### src/proto_pkg.sv
package proto_pkg;

    // ========================================================================
    // command frame: SOF, cmd, three payload bytes, xor checksum
    // ========================================================================
    localparam logic [7:0] SOF_BYTE     = 8'hAA;
    localparam int         FRAME_LEN    = 6;

    localparam logic [7:0] CMD_PWM_DUTY   = 8'h01;
    localparam logic [7:0] CMD_PWM_PERIOD = 8'h02;
    localparam logic [7:0] CMD_STATUS     = 8'h03;

    // ========================================================================
    // reply: SOF, cmd, status, xor of cmd and status
    // ========================================================================
    localparam logic [7:0] RSP_SOF_BYTE = 8'h55;

    localparam logic [7:0] ST_OK      = 8'h00;
    localparam logic [7:0] ST_BAD_CMD = 8'h01;
    localparam logic [7:0] ST_BAD_SUM = 8'hEE;

    // reply queue entries
    localparam int RSP_DEPTH = 4;
    localparam int RSP_PTR_W = $clog2(RSP_DEPTH);

    // payload as seen by a duty command
    typedef struct packed {
        logic [7:0]  channel;
        logic [15:0] duty;
    } duty_view_t;

    // payload as seen by a period command
    typedef struct packed {
        logic [7:0]  prescale;
        logic [15:0] period;
    } period_view_t;

    typedef union packed {
        duty_view_t   duty_cfg;
        period_view_t period_cfg;
        logic [23:0]  raw;
    } cmd_payload_u;

endpackage

### src/pwm_pkg.sv
package pwm_pkg;

    // channels in the bank
    localparam int N_CH = 8;

    // period and duty counter width
    localparam int CNT_W = 16;

    // prescaler width
    localparam int PRE_W = 8;

endpackage

### src/cmd_frame_parser.sv
`timescale 1ns/1ps

module cmd_frame_parser (
    input  logic                   clk,
    input  logic                   rst_i,
    input  logic [7:0]             usb_data_i,
    input  logic                   usb_data_valid_i,
    output logic                   frame_valid_o,
    output logic [7:0]             frame_cmd_o,
    output proto_pkg::cmd_payload_u frame_payload_o,
    output logic                   frame_sum_ok_o
);

    // position of the next byte inside the frame, 0 means hunting for SOF
    logic [2:0] byte_pos;
    logic [7:0] sum_acc;

    localparam logic [2:0] LAST_POS = 3'(proto_pkg::FRAME_LEN - 1);

    // ========================================================================
    // byte position tracking
    // ========================================================================
    always_ff @(posedge clk) begin
        if (rst_i) begin
            byte_pos      <= 3'd0;
            frame_valid_o <= 1'b0;
        end else begin
            frame_valid_o <= 1'b0;
            if (usb_data_valid_i) begin
                case (byte_pos)
                    3'd0: begin
                        // anything but SOF is dropped while idle
                        if (usb_data_i == proto_pkg::SOF_BYTE) begin
                            byte_pos <= 3'd1;
                        end
                    end
                    LAST_POS: begin
                        frame_valid_o <= 1'b1;
                        byte_pos      <= 3'd0;
                    end
                    default: begin
                        byte_pos <= byte_pos + 3'd1;
                    end
                endcase
            end
        end
    end

    // ========================================================================
    // field capture and checksum
    // ========================================================================
    always_ff @(posedge clk) begin
        if (usb_data_valid_i) begin
            case (byte_pos)
                3'd1: begin
                    frame_cmd_o <= usb_data_i;
                    sum_acc     <= usb_data_i;
                end
                3'd2, 3'd3, 3'd4: begin
                    // payload arrives msb first
                    frame_payload_o.raw <= {frame_payload_o.raw[15:0], usb_data_i};
                    sum_acc             <= sum_acc ^ usb_data_i;
                end
                LAST_POS: begin
                    frame_sum_ok_o <= (sum_acc == usb_data_i);
                end
                default: ;
            endcase
        end
    end

endmodule

### src/cmd_dispatch.sv
`timescale 1ns/1ps

module cmd_dispatch (
    input  logic                    clk,
    input  logic                    rst_i,
    input  logic                    frame_valid_i,
    input  logic [7:0]              frame_cmd_i,
    input  proto_pkg::cmd_payload_u frame_payload_i,
    input  logic                    frame_sum_ok_i,
    input  logic                    rsp_full_i,
    output logic                    cfg_we_o,
    output logic                    cfg_sel_o,
    output proto_pkg::cmd_payload_u cfg_payload_o,
    output logic                    rsp_push_o,
    output logic [7:0]              rsp_cmd_o,
    output logic [7:0]              rsp_status_o
);

    logic       we_d;
    logic       sel_d;
    logic       stat_rd;
    logic [7:0] status_d;
    logic [7:0] lost_cnt;
    logic       drop;

    // ========================================================================
    // command decode
    // ========================================================================
    always_comb begin
        we_d     = 1'b0;
        sel_d    = 1'b0;
        stat_rd  = 1'b0;
        status_d = proto_pkg::ST_OK;
        if (!frame_sum_ok_i) begin
            status_d = proto_pkg::ST_BAD_SUM;
        end else begin
            case (frame_cmd_i)
                proto_pkg::CMD_PWM_DUTY: begin
                    if (frame_payload_i.duty_cfg.channel < 8'(pwm_pkg::N_CH)) begin
                        we_d = 1'b1;
                    end else begin
                        status_d = proto_pkg::ST_BAD_CMD;
                    end
                end
                proto_pkg::CMD_PWM_PERIOD: begin
                    we_d  = 1'b1;
                    // sel high picks the period registers
                    sel_d = 1'b1;
                end
                proto_pkg::CMD_STATUS: begin
                    status_d = lost_cnt;
                    stat_rd  = 1'b1;
                end
                default: begin
                    status_d = proto_pkg::ST_BAD_CMD;
                end
            endcase
        end
    end

    // ========================================================================
    // registered strobes toward pwm bank and framer
    // ========================================================================
    always_ff @(posedge clk) begin
        if (rst_i) begin
            cfg_we_o   <= 1'b0;
            rsp_push_o <= 1'b0;
        end else begin
            cfg_we_o   <= frame_valid_i && we_d;
            rsp_push_o <= frame_valid_i;
        end
    end

    always_ff @(posedge clk) begin
        if (frame_valid_i) begin
            cfg_sel_o     <= sel_d;
            cfg_payload_o <= frame_payload_i;
            rsp_cmd_o     <= frame_cmd_i;
            rsp_status_o  <= status_d;
        end
    end

    // reply lost when the queue is full at push time
    assign drop = rsp_push_o && rsp_full_i;

    always_ff @(posedge clk) begin
        if (rst_i) begin
            lost_cnt <= 8'd0;
        end else if (frame_valid_i && stat_rd) begin
            // read clears, a drop in the same cycle still counts
            lost_cnt <= drop ? 8'd1 : 8'd0;
        end else if (drop && lost_cnt != 8'hFF) begin
            lost_cnt <= lost_cnt + 8'd1;
        end
    end

endmodule

### src/pwm_bank.sv
`timescale 1ns/1ps

module pwm_bank (
    input  logic                    clk,
    input  logic                    rst_i,
    input  logic                    cfg_we_i,
    input  logic                    cfg_sel_i,
    input  proto_pkg::cmd_payload_u cfg_payload_i,
    output logic [pwm_pkg::N_CH-1:0] pwm_o
);

    logic [pwm_pkg::PRE_W-1:0] pre_sh, pre_act, pre_cnt;
    logic [pwm_pkg::CNT_W-1:0] per_sh, per_act, cnt;
    logic [pwm_pkg::CNT_W-1:0] duty_sh  [pwm_pkg::N_CH];
    logic [pwm_pkg::CNT_W-1:0] duty_act [pwm_pkg::N_CH];
    logic                      tick;
    logic                      wrap;

    assign tick = (pre_cnt == pre_act);
    assign wrap = tick && (cnt == per_act);

    // ========================================================================
    // shadow writes, copied to active at the period wrap
    // ========================================================================
    always_ff @(posedge clk) begin
        if (rst_i) begin
            pre_sh  <= '0;
            pre_act <= '0;
            per_sh  <= '1;
            per_act <= '1;
            for (int k = 0; k < pwm_pkg::N_CH; k++) begin
                duty_sh[k]  <= '0;
                duty_act[k] <= '0;
            end
        end else begin
            if (cfg_we_i && cfg_sel_i) begin
                pre_sh <= cfg_payload_i.period_cfg.prescale;
                per_sh <= cfg_payload_i.period_cfg.period;
            end
            for (int k = 0; k < pwm_pkg::N_CH; k++) begin
                if (cfg_we_i && !cfg_sel_i && cfg_payload_i.duty_cfg.channel == 8'(k)) begin
                    duty_sh[k] <= cfg_payload_i.duty_cfg.duty;
                end
            end
            if (wrap) begin
                pre_act  <= pre_sh;
                per_act  <= per_sh;
                duty_act <= duty_sh;
            end
        end
    end

    // prescaled period counter and comparators
    always_ff @(posedge clk) begin
        if (rst_i) begin
            pre_cnt <= '0;
            cnt     <= '0;
            pwm_o   <= '0;
        end else begin
            pre_cnt <= tick ? '0 : pre_cnt + 1'b1;
            if (tick) begin
                cnt <= wrap ? '0 : cnt + 1'b1;
            end
            for (int k = 0; k < pwm_pkg::N_CH; k++) begin
                pwm_o[k] <= (cnt < duty_act[k]);
            end
        end
    end

endmodule

### src/upload_framer.sv
`timescale 1ns/1ps

module upload_framer (
    input  logic       clk,
    input  logic       rst_i,
    input  logic       rsp_push_i,
    input  logic [7:0] rsp_cmd_i,
    input  logic [7:0] rsp_status_i,
    input  logic       upload_afull_i,
    output logic       rsp_full_o,
    output logic [7:0] upload_data_o,
    output logic       upload_valid_o
);

    logic [7:0]                    q_cmd [proto_pkg::RSP_DEPTH];
    logic [7:0]                    q_st  [proto_pkg::RSP_DEPTH];
    logic [proto_pkg::RSP_PTR_W-1:0] wr_ptr, rd_ptr;
    logic [proto_pkg::RSP_PTR_W:0]   count;
    logic [1:0]                    byte_idx;
    logic                          push_ok;
    logic                          last_byte;

    assign rsp_full_o = (count == (proto_pkg::RSP_PTR_W + 1)'(proto_pkg::RSP_DEPTH));
    assign push_ok    = rsp_push_i && !rsp_full_o;

    // ========================================================================
    // serializer reads straight from the queue head
    // ========================================================================
    assign upload_valid_o = (count != '0) && !upload_afull_i;
    // fourth byte closes the reply
    assign last_byte      = upload_valid_o && (byte_idx == 2'd3);

    always_comb begin
        case (byte_idx)
            2'd0:    upload_data_o = proto_pkg::RSP_SOF_BYTE;
            2'd1:    upload_data_o = q_cmd[rd_ptr];
            2'd2:    upload_data_o = q_st[rd_ptr];
            default: upload_data_o = q_cmd[rd_ptr] ^ q_st[rd_ptr];
        endcase
    end

    always_ff @(posedge clk) begin
        if (push_ok) begin
            q_cmd[wr_ptr] <= rsp_cmd_i;
            q_st[wr_ptr]  <= rsp_status_i;
        end
    end

    // ========================================================================
    // queue pointers and byte index
    // ========================================================================
    always_ff @(posedge clk) begin
        if (rst_i) begin
            wr_ptr   <= '0;
            rd_ptr   <= '0;
            count    <= '0;
            byte_idx <= 2'd0;
        end else begin
            if (push_ok) begin
                wr_ptr <= wr_ptr + 1'b1;
            end
            if (upload_valid_o) begin
                byte_idx <= byte_idx + 2'd1;
            end
            if (last_byte) begin
                rd_ptr <= rd_ptr + 1'b1;
            end
            case ({push_ok, last_byte})
                2'b10:   count <= count + 1'b1;
                2'b01:   count <= count - 1'b1;
                default: count <= count;
            endcase
        end
    end

endmodule

### src/cdc_ctrl_top.sv
`timescale 1ns/1ps

module cdc_ctrl_top (
    input  logic                     clk,
    input  logic                     rst_i,
    input  logic [7:0]               usb_data_i,
    input  logic                     usb_data_valid_i,
    input  logic                     upload_afull_i,
    output logic [7:0]               upload_data_o,
    output logic                     upload_valid_o,
    output logic [pwm_pkg::N_CH-1:0] pwm_o
);

    // ========================================================================
    // parser to dispatcher
    // ========================================================================
    logic                    frame_valid;
    logic [7:0]              frame_cmd;
    proto_pkg::cmd_payload_u frame_payload;
    logic                    frame_sum_ok;

    // dispatcher to pwm bank
    logic                    cfg_we;
    logic                    cfg_sel;
    proto_pkg::cmd_payload_u cfg_payload;

    // dispatcher to framer
    logic                    rsp_push;
    logic [7:0]              rsp_cmd;
    logic [7:0]              rsp_status;
    logic                    rsp_full;

    cmd_frame_parser u_parser (
        .clk              (clk),
        .rst_i            (rst_i),
        .usb_data_i       (usb_data_i),
        .usb_data_valid_i (usb_data_valid_i),
        .frame_valid_o    (frame_valid),
        .frame_cmd_o      (frame_cmd),
        .frame_payload_o  (frame_payload),
        .frame_sum_ok_o   (frame_sum_ok)
    );

    cmd_dispatch u_dispatch (
        .clk             (clk),
        .rst_i           (rst_i),
        .frame_valid_i   (frame_valid),
        .frame_cmd_i     (frame_cmd),
        .frame_payload_i (frame_payload),
        .frame_sum_ok_i  (frame_sum_ok),
        .rsp_full_i      (rsp_full),
        .cfg_we_o        (cfg_we),
        .cfg_sel_o       (cfg_sel),
        .cfg_payload_o   (cfg_payload),
        .rsp_push_o      (rsp_push),
        .rsp_cmd_o       (rsp_cmd),
        .rsp_status_o    (rsp_status)
    );

    pwm_bank u_pwm (
        .clk           (clk),
        .rst_i         (rst_i),
        .cfg_we_i      (cfg_we),
        .cfg_sel_i     (cfg_sel),
        .cfg_payload_i (cfg_payload),
        .pwm_o         (pwm_o)
    );

    upload_framer u_framer (
        .clk            (clk),
        .rst_i          (rst_i),
        .rsp_push_i     (rsp_push),
        .rsp_cmd_i      (rsp_cmd),
        .rsp_status_i   (rsp_status),
        .upload_afull_i (upload_afull_i),
        .rsp_full_o     (rsp_full),
        .upload_data_o  (upload_data_o),
        .upload_valid_o (upload_valid_o)
    );

endmodule

### config.mk
export PLATFORM = sky130hd
export DESIGN_NAME = cdc_ctrl_top
export DESIGN_NICKNAME = d
export VERILOG_FILES = /design/src/proto_pkg.sv /design/src/pwm_pkg.sv /design/src/cmd_frame_parser.sv /design/src/cmd_dispatch.sv /design/src/pwm_bank.sv /design/src/upload_framer.sv /design/src/cdc_ctrl_top.sv
export SDC_FILE = /design/constraint.sdc
export NUM_CORES = 1
export LEC_CHECK = 0
export CORE_ASPECT_RATIO = 1.25
export CORE_UTILIZATION = 60
export CTS_BUF_LIST = sky130_fd_sc_hd__clkbuf_2 sky130_fd_sc_hd__clkbuf_4 sky130_fd_sc_hd__clkbuf_8
export DETAILED_ROUTE_END_ITERATION = 10
export DONT_BUFFER_PORTS = 1
export GPL_TIMING_DRIVEN = 0
export MAX_ROUTING_LAYER = met4
export PLACE_DENSITY = 0.88
export SKIP_CTS_REPAIR_TIMING = 1
export SLEW_MARGIN = 20
export SYNTH_ARGS = -nofsm -noshare
export SYNTH_HDL_FRONTEND = slang
export SYNTH_SLANG_ARGS = --single-unit
### constraint.sdc
create_clock -name clk -period 2.38 [get_ports clk]
set_input_delay 0.238 -clock clk [delete_from_list [all_inputs] [get_ports clk]]
set_output_delay 0.238 -clock clk [all_outputs]
set_load 0.005 [all_outputs]
======== Word level (Yosys, flattened, before mapping) ========
Memories as Yosys holds them, arrays and structs flattened. A register that Yosys moved wholly into a read port is not among the register bits.
Cells that the tools add are included.
Widths: inputs -> output; s select.
operators by class
  reduce and logical (&&, ||, !) cells .... 36
  add/subtract/negate cells ............... 9
  bitwise gates (word level) .............. 3
  order comparisons ....................... 9
  mux-type cells .......................... 24
  equal/unequal tests ..................... 27
operator list
  operator               count
  $lt 16x16->1           8
  $pmux 8 s3             2
  $eq 8x2->1 const B     4
  $eq 8x3->1 const B     4
  $logic_and 1x1->1      18
  $add 16x1->16 const B  1
  $add 8x1->8 const B    2
  $eq 16x16->1           1
  $eq 8x1->1 const B     2
  $eq 8x8->1             2
  $mux 16                1
  $mux 8                 2
  $pmux 8 s2             1
  $xor 8x8->8            2
  $pmux 3 s2             2
  $mux 1                 10
  $reduce_and 2->1       5
  $eq 3x3->1 const B     3
  $eq 8x8->1 const B     1
  $logic_not 8->1        1
  $lt 8x4->1 const B     1
  $mux 2                 4
  $ne 8x8->1 const B     1
  $add 2x1->2 const B    3
  other kinds (17)       27
word-level totals
  memories kept ........................... 2
  register bits after elaboration ......... 441
  output and inout bits ................... 17
  input port bits ......................... 12
  bits in writable memories ............... 64
memory list
  name            words  width  read ports  clocked after memory_dff  wr ports  line                 source
  u_framer.q_cmd  4      8      1           1                         1         upload_framer.sv:15  logic [7:0] q_cmd [proto_pkg::RSP_DEPTH];
  u_framer.q_st   4      8      1           1                         1         upload_framer.sv:16  logic [7:0] q_st [proto_pkg::RSP_DEPTH];

======== Logic depth before layout (Yosys ltp) ========
Gate-level depths: netlist of the first run.
  word-level depth ........................ 5
  gate-level depth with buffers ........... 9
  depth with buffers taken out ............ 9

======== Hierarchy ========
Synthesis of the first run repeated with hierarchy kept, for this count alone.
second synthesis, totals
  cell total of the unflattened synthesis .. 2324
  area total of the unflattened synthesis .. 24025.5 sq um
by module, submodules not included
  module            times used  cells each  seq. area each (sq um)  area each (sq um)
  pwm_bank          1           1834        6726.5                  16694.8
  upload_framer     1           264         2142.1                  3687.3
  cmd_dispatch      1           119         1431.4                  1866.8
  cmd_frame_parser  1           107         1311.3                  1776.7

======== Least setup slack after synthesis of the first run ========
OpenSTA, ideal clock, no wires.
  kind .................................... reg2reg
  start ................................... register u_parser.byte_pos[0]
  end ..................................... register u_parser.sum_acc[0], enable pin
  cell stages (with the launch flop) ...... 7
  arrival time ............................ 1.913 ns
  path slack .............................. 0.156 ns
  clock period less this slack ............ 2.224 ns
  cells stage by stage .................... dfxtp_1 -> inv_1 -> ha_1 -> nand2_1 -> o21ai_1 -> and2_1 -> or2_2
on the way
  cells in the longest elaborated chain, start to end .. 4
  elaborated cells between the ends (all ways) .. 7
  classes of those cells .................. eq/ne: 4; reduce/logical: 3
RTL lines
  item                                      line                    source
  from (decl)                               cmd_frame_parser.sv:15  logic [2:0] byte_pos;
  from (signal assigned)                    cmd_frame_parser.sv:42  byte_pos <= byte_pos + 3'd1;
  $eq 3x2->1 or $eq 3x3->1 (tied branches)  cmd_frame_parser.sv:54  case (byte_pos)
  $reduce_or 3->1                           cmd_frame_parser.sv:54
  $reduce_bool 2->1 (no source line) *      --
  $reduce_and 2->1 (no source line) *       --
  to (signal assigned)                      cmd_frame_parser.sv:57  sum_acc <= usb_data_i;
  to (signal assigned)                      cmd_frame_parser.sv:62  sum_acc <= sum_acc ^ usb_data_i;
  to (decl)                                 cmd_frame_parser.sv:16  logic [7:0] sum_acc;
Every way passes the cells marked *; elsewhere a longest branch is shown, timed or not.
A chain may end at the register's enable or synchronous reset.

==> impl_metrics.env, run 1 <==
export IMPL_synthArstFlopShare_pct=0
export IMPL_clockRootBuffer="clkbuf_8"
export IMPL_finalClockSkew_ns=0.0327
export IMPL_antenna_found_initial=1
export IMPL_synth_area_mm2=0.0234
export IMPL_fin_hold_ws_ns=0.0130
export IMPL_ir_drop_uv=405
export IMPL_p_leak_nw=8.89
export IMPL_grt_pass1_wl_mm=93.1
export IMPL_io_pins=29
export IMPL_die_h_um=223
export IMPL_nets=2550
export IMPL_num_vias=17615
export IMPL_start_kind="flop"
export IMPL_initial_utilization_pct=61.1
export IMPL_hold_violations=0
export IMPL_synth_avg_cell_area_um2=10.1
export IMPL_ys_warn_count=0
export IMPL_rsz0062_at_grt="true"
export IMPL_fin_ws_ns=-0.186
export IMPL_synth_cell_types=56
export IMPL_setup_viol=8
export IMPL_ys_flop_type="dfxtp_1"
export IMPL_ys_ff_latch=507
export IMPL_cap_violations=0
export IMPL_instances_no_fill=2952
export IMPL_seq_area_frac_synth_pct=49.6
export IMPL_failed_checks="setup timing"
export IMPL_worstPathArrival_ns=2.33
export IMPL_powerDensity_mw_per_mm2=639
export IMPL_nFillCells=2676
export IMPL_syn_nets=2455
export IMPL_path_clk_slew_ns=0.07
export IMPL_drc_errors=0
export IMPL_cts_path_max_buffers=3
export IMPL_hold_path_class="input pin to flop"
export IMPL_tns_ns=-0.585
export IMPL_crit_type="flop to output port"
export IMPL_cts_buffers=75
export IMPL_die_area_mm2=0.0398
export IMPL_post_drt_wl_per_cell_um=20.7
export IMPL_firstDrtPassIters=6
export IMPL_wirelength_mm=61.2
export IMPL_hpwl_mm=38.9
export IMPL_status="finished with violations"
export IMPL_finalCriticalPeriod_ns=2.57
export IMPL_drive_gt1_share_pct=10.5
export IMPL_final_antenna_net_count=0
export IMPL_postLayoutCellArea_mm2=0.0259
export IMPL_placement_rows=80
export IMPL_dp_slack_ns=-0.502
export IMPL_clock_sinks=507
export IMPL_syn_to_final_growth_pct=10.7
export IMPL_worstPathMaxFanout=7
export IMPL_grt_max_degree=29
export IMPL_crit_required_ns=2.14
export IMPL_gp_congestion=0.884
export IMPL_post_route_util_pct=67.6
export IMPL_relSlewSlack_pct=14.4
export IMPL_drtIter0Drc=1701
export IMPL_cts_tree="done"
export IMPL_fmax_mhz=390
export IMPL_grt_pass1_vias=17911
export IMPL_fin_crit_sh_pct=108
export IMPL_routed_via_density=5.97
export IMPL_port_buffers=0
export IMPL_cp_end_kind="output port"
export IMPL_design_core_area_mm2=0.0383
export IMPL_slew_viol_final=0
export IMPL_clock_latency_ns=0.65
export IMPL_grt_overflow=0
export IMPL_tightest_slew_ns=1.28
export IMPL_die_w_um=179
export IMPL_dp_cells=2799
export IMPL_syn_instance_count=2306
export IMPL_finalPower_mw=16.5
export IMPL_grt_usage_pct=31.5
export IMPL_dpl_cell_area_mm2=0.0240
export IMPL_synth_edf_count=146
export IMPL_h_tree_depth=3
==> path summary, 6_finish.rpt <==
path | from | to | slack, ns | cells after the start
hold / removal | usb_data_valid_i | u_parser.frame_cmd_o[0] | 0.01 | 2
setup reg to reg | u_framer.count[2] | u_framer.count[2] | 0.02 | 9
hold reg to reg | u_parser.frame_payload_o[16] | u_dispatch.cfg_payload_o[16] | 0.40 | 0
setup / recovery | flop | upload_data_o[2] | -0.19 | 6
==> power by group <==
part           total [mW]  switching, mW  internal (mW)
Combinational       0.429          0.249          0.180
Sequential           8.88         0.0339           8.85
Clock                7.24           3.36           3.88
==> registers in the layout, summed over array words and instances (netlist names), 8 cells and up, named ones only <==
signal / cells
u_pwm.duty_act: 128
u_pwm.duty_sh: 128
u_framer.q_cmd: 32
u_framer.q_st: 32
u_dispatch.cfg_payload_o: 24
u_parser.frame_payload_o: 24
u_pwm.cnt: 16
u_pwm.per_act: 16
u_pwm.per_sh: 16
u_dispatch.lost_cnt: 8
u_dispatch.rsp_cmd_o: 8
u_dispatch.rsp_status_o: 8
u_parser.frame_cmd_o: 8
u_parser.sum_acc: 8
u_pwm.pre_act: 8
u_pwm.pre_cnt: 8
u_pwm.pre_sh: 8
u_pwm.pwm_o: 8
==> layout by cell type (no fill, tap or decap), drive strengths merged, types with 10 or more instances in the layout <==
cell	n
xnor2	38
and2	12
nor3	25
o21ai	15
mux2i	170
nand4	38
inv	143
dlygate4sd3	10
buf	52
nor2	97
mux4	16
clkbuf	211
dfxtp	361
nand2b	281
nand2	312
xor2	43
a21oi	158
clkinv	12
ha	136
nand3b	17
edfxtp	146
nand3	24
a211oi	10
nor4	13
a21o	23
==> synthesized netlist by cell type, drive strengths merged, types with 10 or more instances <==
cell type | n | share of area (%)
a211oi | 10 | 0.32
a21o | 23 | 0.74
a21oi | 158 | 3.4
and2 | 12 | 0.32
buf | 39 | 1.5
clkbuf | 98 | 1.6
dfxtp | 361 | 31
edfxtp | 146 | 19
ha | 136 | 7.3
inv | 140 | 2.2
mux2i | 170 | 7.3
mux4 | 16 | 1.5
nand2 | 312 | 5.0
nand2b | 281 | 7.5
nand3 | 24 | 0.51
nand3b | 17 | 0.55
nand4 | 38 | 1.0
nor2 | 97 | 1.6
nor3 | 25 | 0.60
nor4 | 13 | 0.73
o21ai | 15 | 0.32
xnor2 | 38 | 1.4
xor2 | 43 | 1.6
==> final cells by class <==
cell class                 instances  area (µm²)  share of cell area (%)
sequential                       507       11600                    44.9
buffer                           131         729                    2.81
inverter                         140         526                    2.03
clock inverter                    16        86.3                   0.333
antenna                            1        2.50                 0.00965
tap                              492         616                    2.38
clock buffer                     119        1450                    5.59
timing repair buffer              24         235                   0.908
multi-input combinational       1522       10600                    41.0
==> metal layers <==
| metal | wire [µm] | up-vias | track usage [%] |
|---|---|---|---|
| met5 | 0 | - | - |
| met4 | 3870 | 0 | 18.9 |
| li1 | - | 7995 | - |
| met2 | 29100 | 790 | 50.2 |
| met3 | 4930 | 268 | 6.16 |
| met1 | 23300 | 8562 | 36.4 |
==> worst max-delay path, cell delays in order (launching register included) <==
cell and delay [ns]:
dfxtp_2 0.32, buf_6 0.14, buf_12 0.13, mux4_2 0.54, a221o_1 0.33, nor2_1 0.12
a21oi_1 0.10
==> cells by family (layout without fill, tap and decap cells) <==
logic type / Yosys count / after routing / share of synthesized area [%]
AOI/OAI and AO/OA: 260 / 260 / 6.71
xor gates and xnor gates: 81 / 81 / 3.03
adders and majority gates: 137 / 137 / 7.36
buffers and inverters: 277 / 430 / 5.29
DFF: 507 / 507 / 49.6
muxes: 186 / 186 / 8.81
other: 0 / 1 / 0
and+or+nand+nor: 858 / 858 / 19.2
Note: power is estimated with default switching activity, not from simulation.
==> inputs of run 2 (changes only) <==
==> constraint.sdc (replaced) <==
create_clock -name clk -period 2.15 [get_ports clk]
set_input_delay 0.215 -clock clk [delete_from_list [all_inputs] [get_ports clk]]
set_output_delay 0.215 -clock clk [all_outputs]
set_load 0.005 [all_outputs]
==> run 2 against run 1 <==
Against the previous run:
- the flow still finishes with violations (setup timing)
- power up 12%
- clock skew is 0.0041 ns higher
- combinational power grew 21%
- count of clock-buffer cells in the layout decreased by 2
- first-iteration DRC count is 38% higher
- global-route usage about the same
- worst hold slack worse by 0.0040 ns
- critical endpoint unchanged
- largest cell class unchanged
- highest routed layer unchanged
==> impl_metrics.env, run 2 (synthesis results as in run 1) <==
export IMPL_die_w_um=179
export IMPL_h_tree_depth=3
export IMPL_grt_overflow=0
export IMPL_fmax_mhz=393
export IMPL_clock_sinks=507
export IMPL_worstPathArrival_ns=2.33
export IMPL_fin_ws_ns=-0.396
export IMPL_crit_required_ns=1.93
export IMPL_setup_viol=204
export IMPL_start_kind="flop"
export IMPL_tightest_slew_ns=1.44
export IMPL_grt_max_degree=28
export IMPL_finalClockSkew_ns=0.0369
export IMPL_worstPathMaxFanout=8
export IMPL_drc_errors=0
export IMPL_io_pins=29
export IMPL_path_clk_slew_ns=0.07
export IMPL_nets=2625
export IMPL_path_cells="buf_8 -> buf_6 -> mux4_2 -> a221o_1 -> nor2_2 -> a21oi_2"
export IMPL_slew_viol_final=0
export IMPL_cts_buffers=75
export IMPL_hold_path_class="input pin to flop"
export IMPL_port_buffers=0
export IMPL_worst_path_max_delay_cell="mux4_2"
export IMPL_power_frac_seq_pct=53.1
export IMPL_clock_latency_ns=0.67
export IMPL_cp_end_kind="output port"
export IMPL_fin_crit_sh_pct=118
export IMPL_cts_tree="done"
export IMPL_post_drt_wl_per_cell_um=24.0
export IMPL_wirelength_mm=72.5
export IMPL_final_common_cell="dfxtp_1"
export IMPL_cts_path_max_buffers=3
export IMPL_failed_checks="setup timing"
export IMPL_finalCriticalPeriod_ns=2.55
export IMPL_firstDrtPassIters=8
export IMPL_gp_congestion=0.888
export IMPL_reg_top3="u_pwm.duty_act: 128 flops, u_pwm.duty_sh: 128 flops"
export IMPL_grt_usage_pct=31.4
export IMPL_p_int_mw=14.2
export IMPL_drive_gt1_share_pct=17.7
export IMPL_tns_ns=-18.45
export IMPL_hold_violations=0
export IMPL_num_vias=19245
export IMPL_crit_family="multiplexers"
export IMPL_final_antenna_net_count=0
export IMPL_crit_type="flop to output port"
export IMPL_die_h_um=223
export IMPL_powerDensity_mw_per_mm2=667
export IMPL_clockRootBuffer="clkbuf_8"
export IMPL_antenna_found_initial=1
export IMPL_power_net_switching_mw=4.25
export IMPL_relSlewSlack_pct=4.19
export IMPL_worst_path_buf_inv=2
export IMPL_grt_pass1_vias=17710
export IMPL_ir_drop_uv=500
export IMPL_drtIter0Drc=2350
export IMPL_clkPwrFrac_pct=44.1
export IMPL_design_core_area_mm2=0.0383
export IMPL_syn_to_final_growth_pct=18.4
export IMPL_status="finished with violations"
export IMPL_p_leak_nw=9.56
export IMPL_rsz0062_at_grt="true"
export IMPL_layout_common_cells="dfxtp_1, nand2b_1, nand2_1, mux2i_1, edfxtp_1"
export IMPL_cap_violations=0
export IMPL_grt_pass1_wl_mm=92.9
export IMPL_sw_frac_of_total_pct=23.0
export IMPL_initial_utilization_pct=61.1
export IMPL_comb_power_share_pct=2.8
export IMPL_hpwl_mm=38.8
export IMPL_max_stage_delay_ns=0.52
export IMPL_post_route_util_pct=72.3
export IMPL_routed_via_density=6.37
export IMPL_die_area_mm2=0.0398
export IMPL_placement_rows=80
[run 2: per-stage QoR]
stage	std cells	power, mW	area, µm²	hold WS, ns	setup WS (ns)
floorplan	2306	10.3	23400	0.314	0.0542
global placement	2798	10.5	24000	0.314	-0.625
detailed placement	2799	10.5	24100	0.314	-0.677
CTS	2929	18.2	25600	-0.339	-0.877
global route	3022	18.9	27700	0.0137	-0.455
finish	3023	18.5	27700	0.00902	-0.396
[run 2: worst paths after layout]
| check | from | endpoint | slack (ns) | cells past startpoint |
|---|---|---|---|---|
| setup reg to reg | u_dispatch.cfg_payload_o[22] | u_pwm.duty_sh[11] | -0.39 | 7 |
| setup / recovery | flop | upload_data_o[2] | -0.40 | 6 |
| hold / removal | usb_data_valid_i | u_parser.frame_cmd_o[3] | 0.009 | 2 |
| hold reg to reg | u_parser.frame_payload_o[18] | u_dispatch.cfg_payload_o[18] | 0.42 | 0 |
[run 2: cell type report]
type	count	area [µm²]
inverter	140	526
buffer	126	928
clock inverter	13	78.8
antenna	2	5.00
fill	2127	10600
timing repair buffer	103	1270
tap	492	616
clock buffer	117	1440
multi-input combinational	1523	11200
sequential	507	11700
[run 2: layer usage]
layer	global-route usage, %	up-vias	wire (µm)
li1	-	8149	-
met1	36.8	9149	24700
met2	50.2	1420	33200
met3	5.97	527	8520
met4	18.2	0	6070
met5	-	-	0
[run 2: power by group through the flow]
stage | registers (mW) | clock network (mW) | logic, mW
floorplan | 10.0 | 0 | 0.303
global placement | 10.0 | 0 | 0.419
detailed placement | 10.0 | 0 | 0.429
CTS | 9.84 | 7.97 | 0.434
global route | 9.82 | 8.50 | 0.539
finish | 9.82 | 8.16 | 0.517
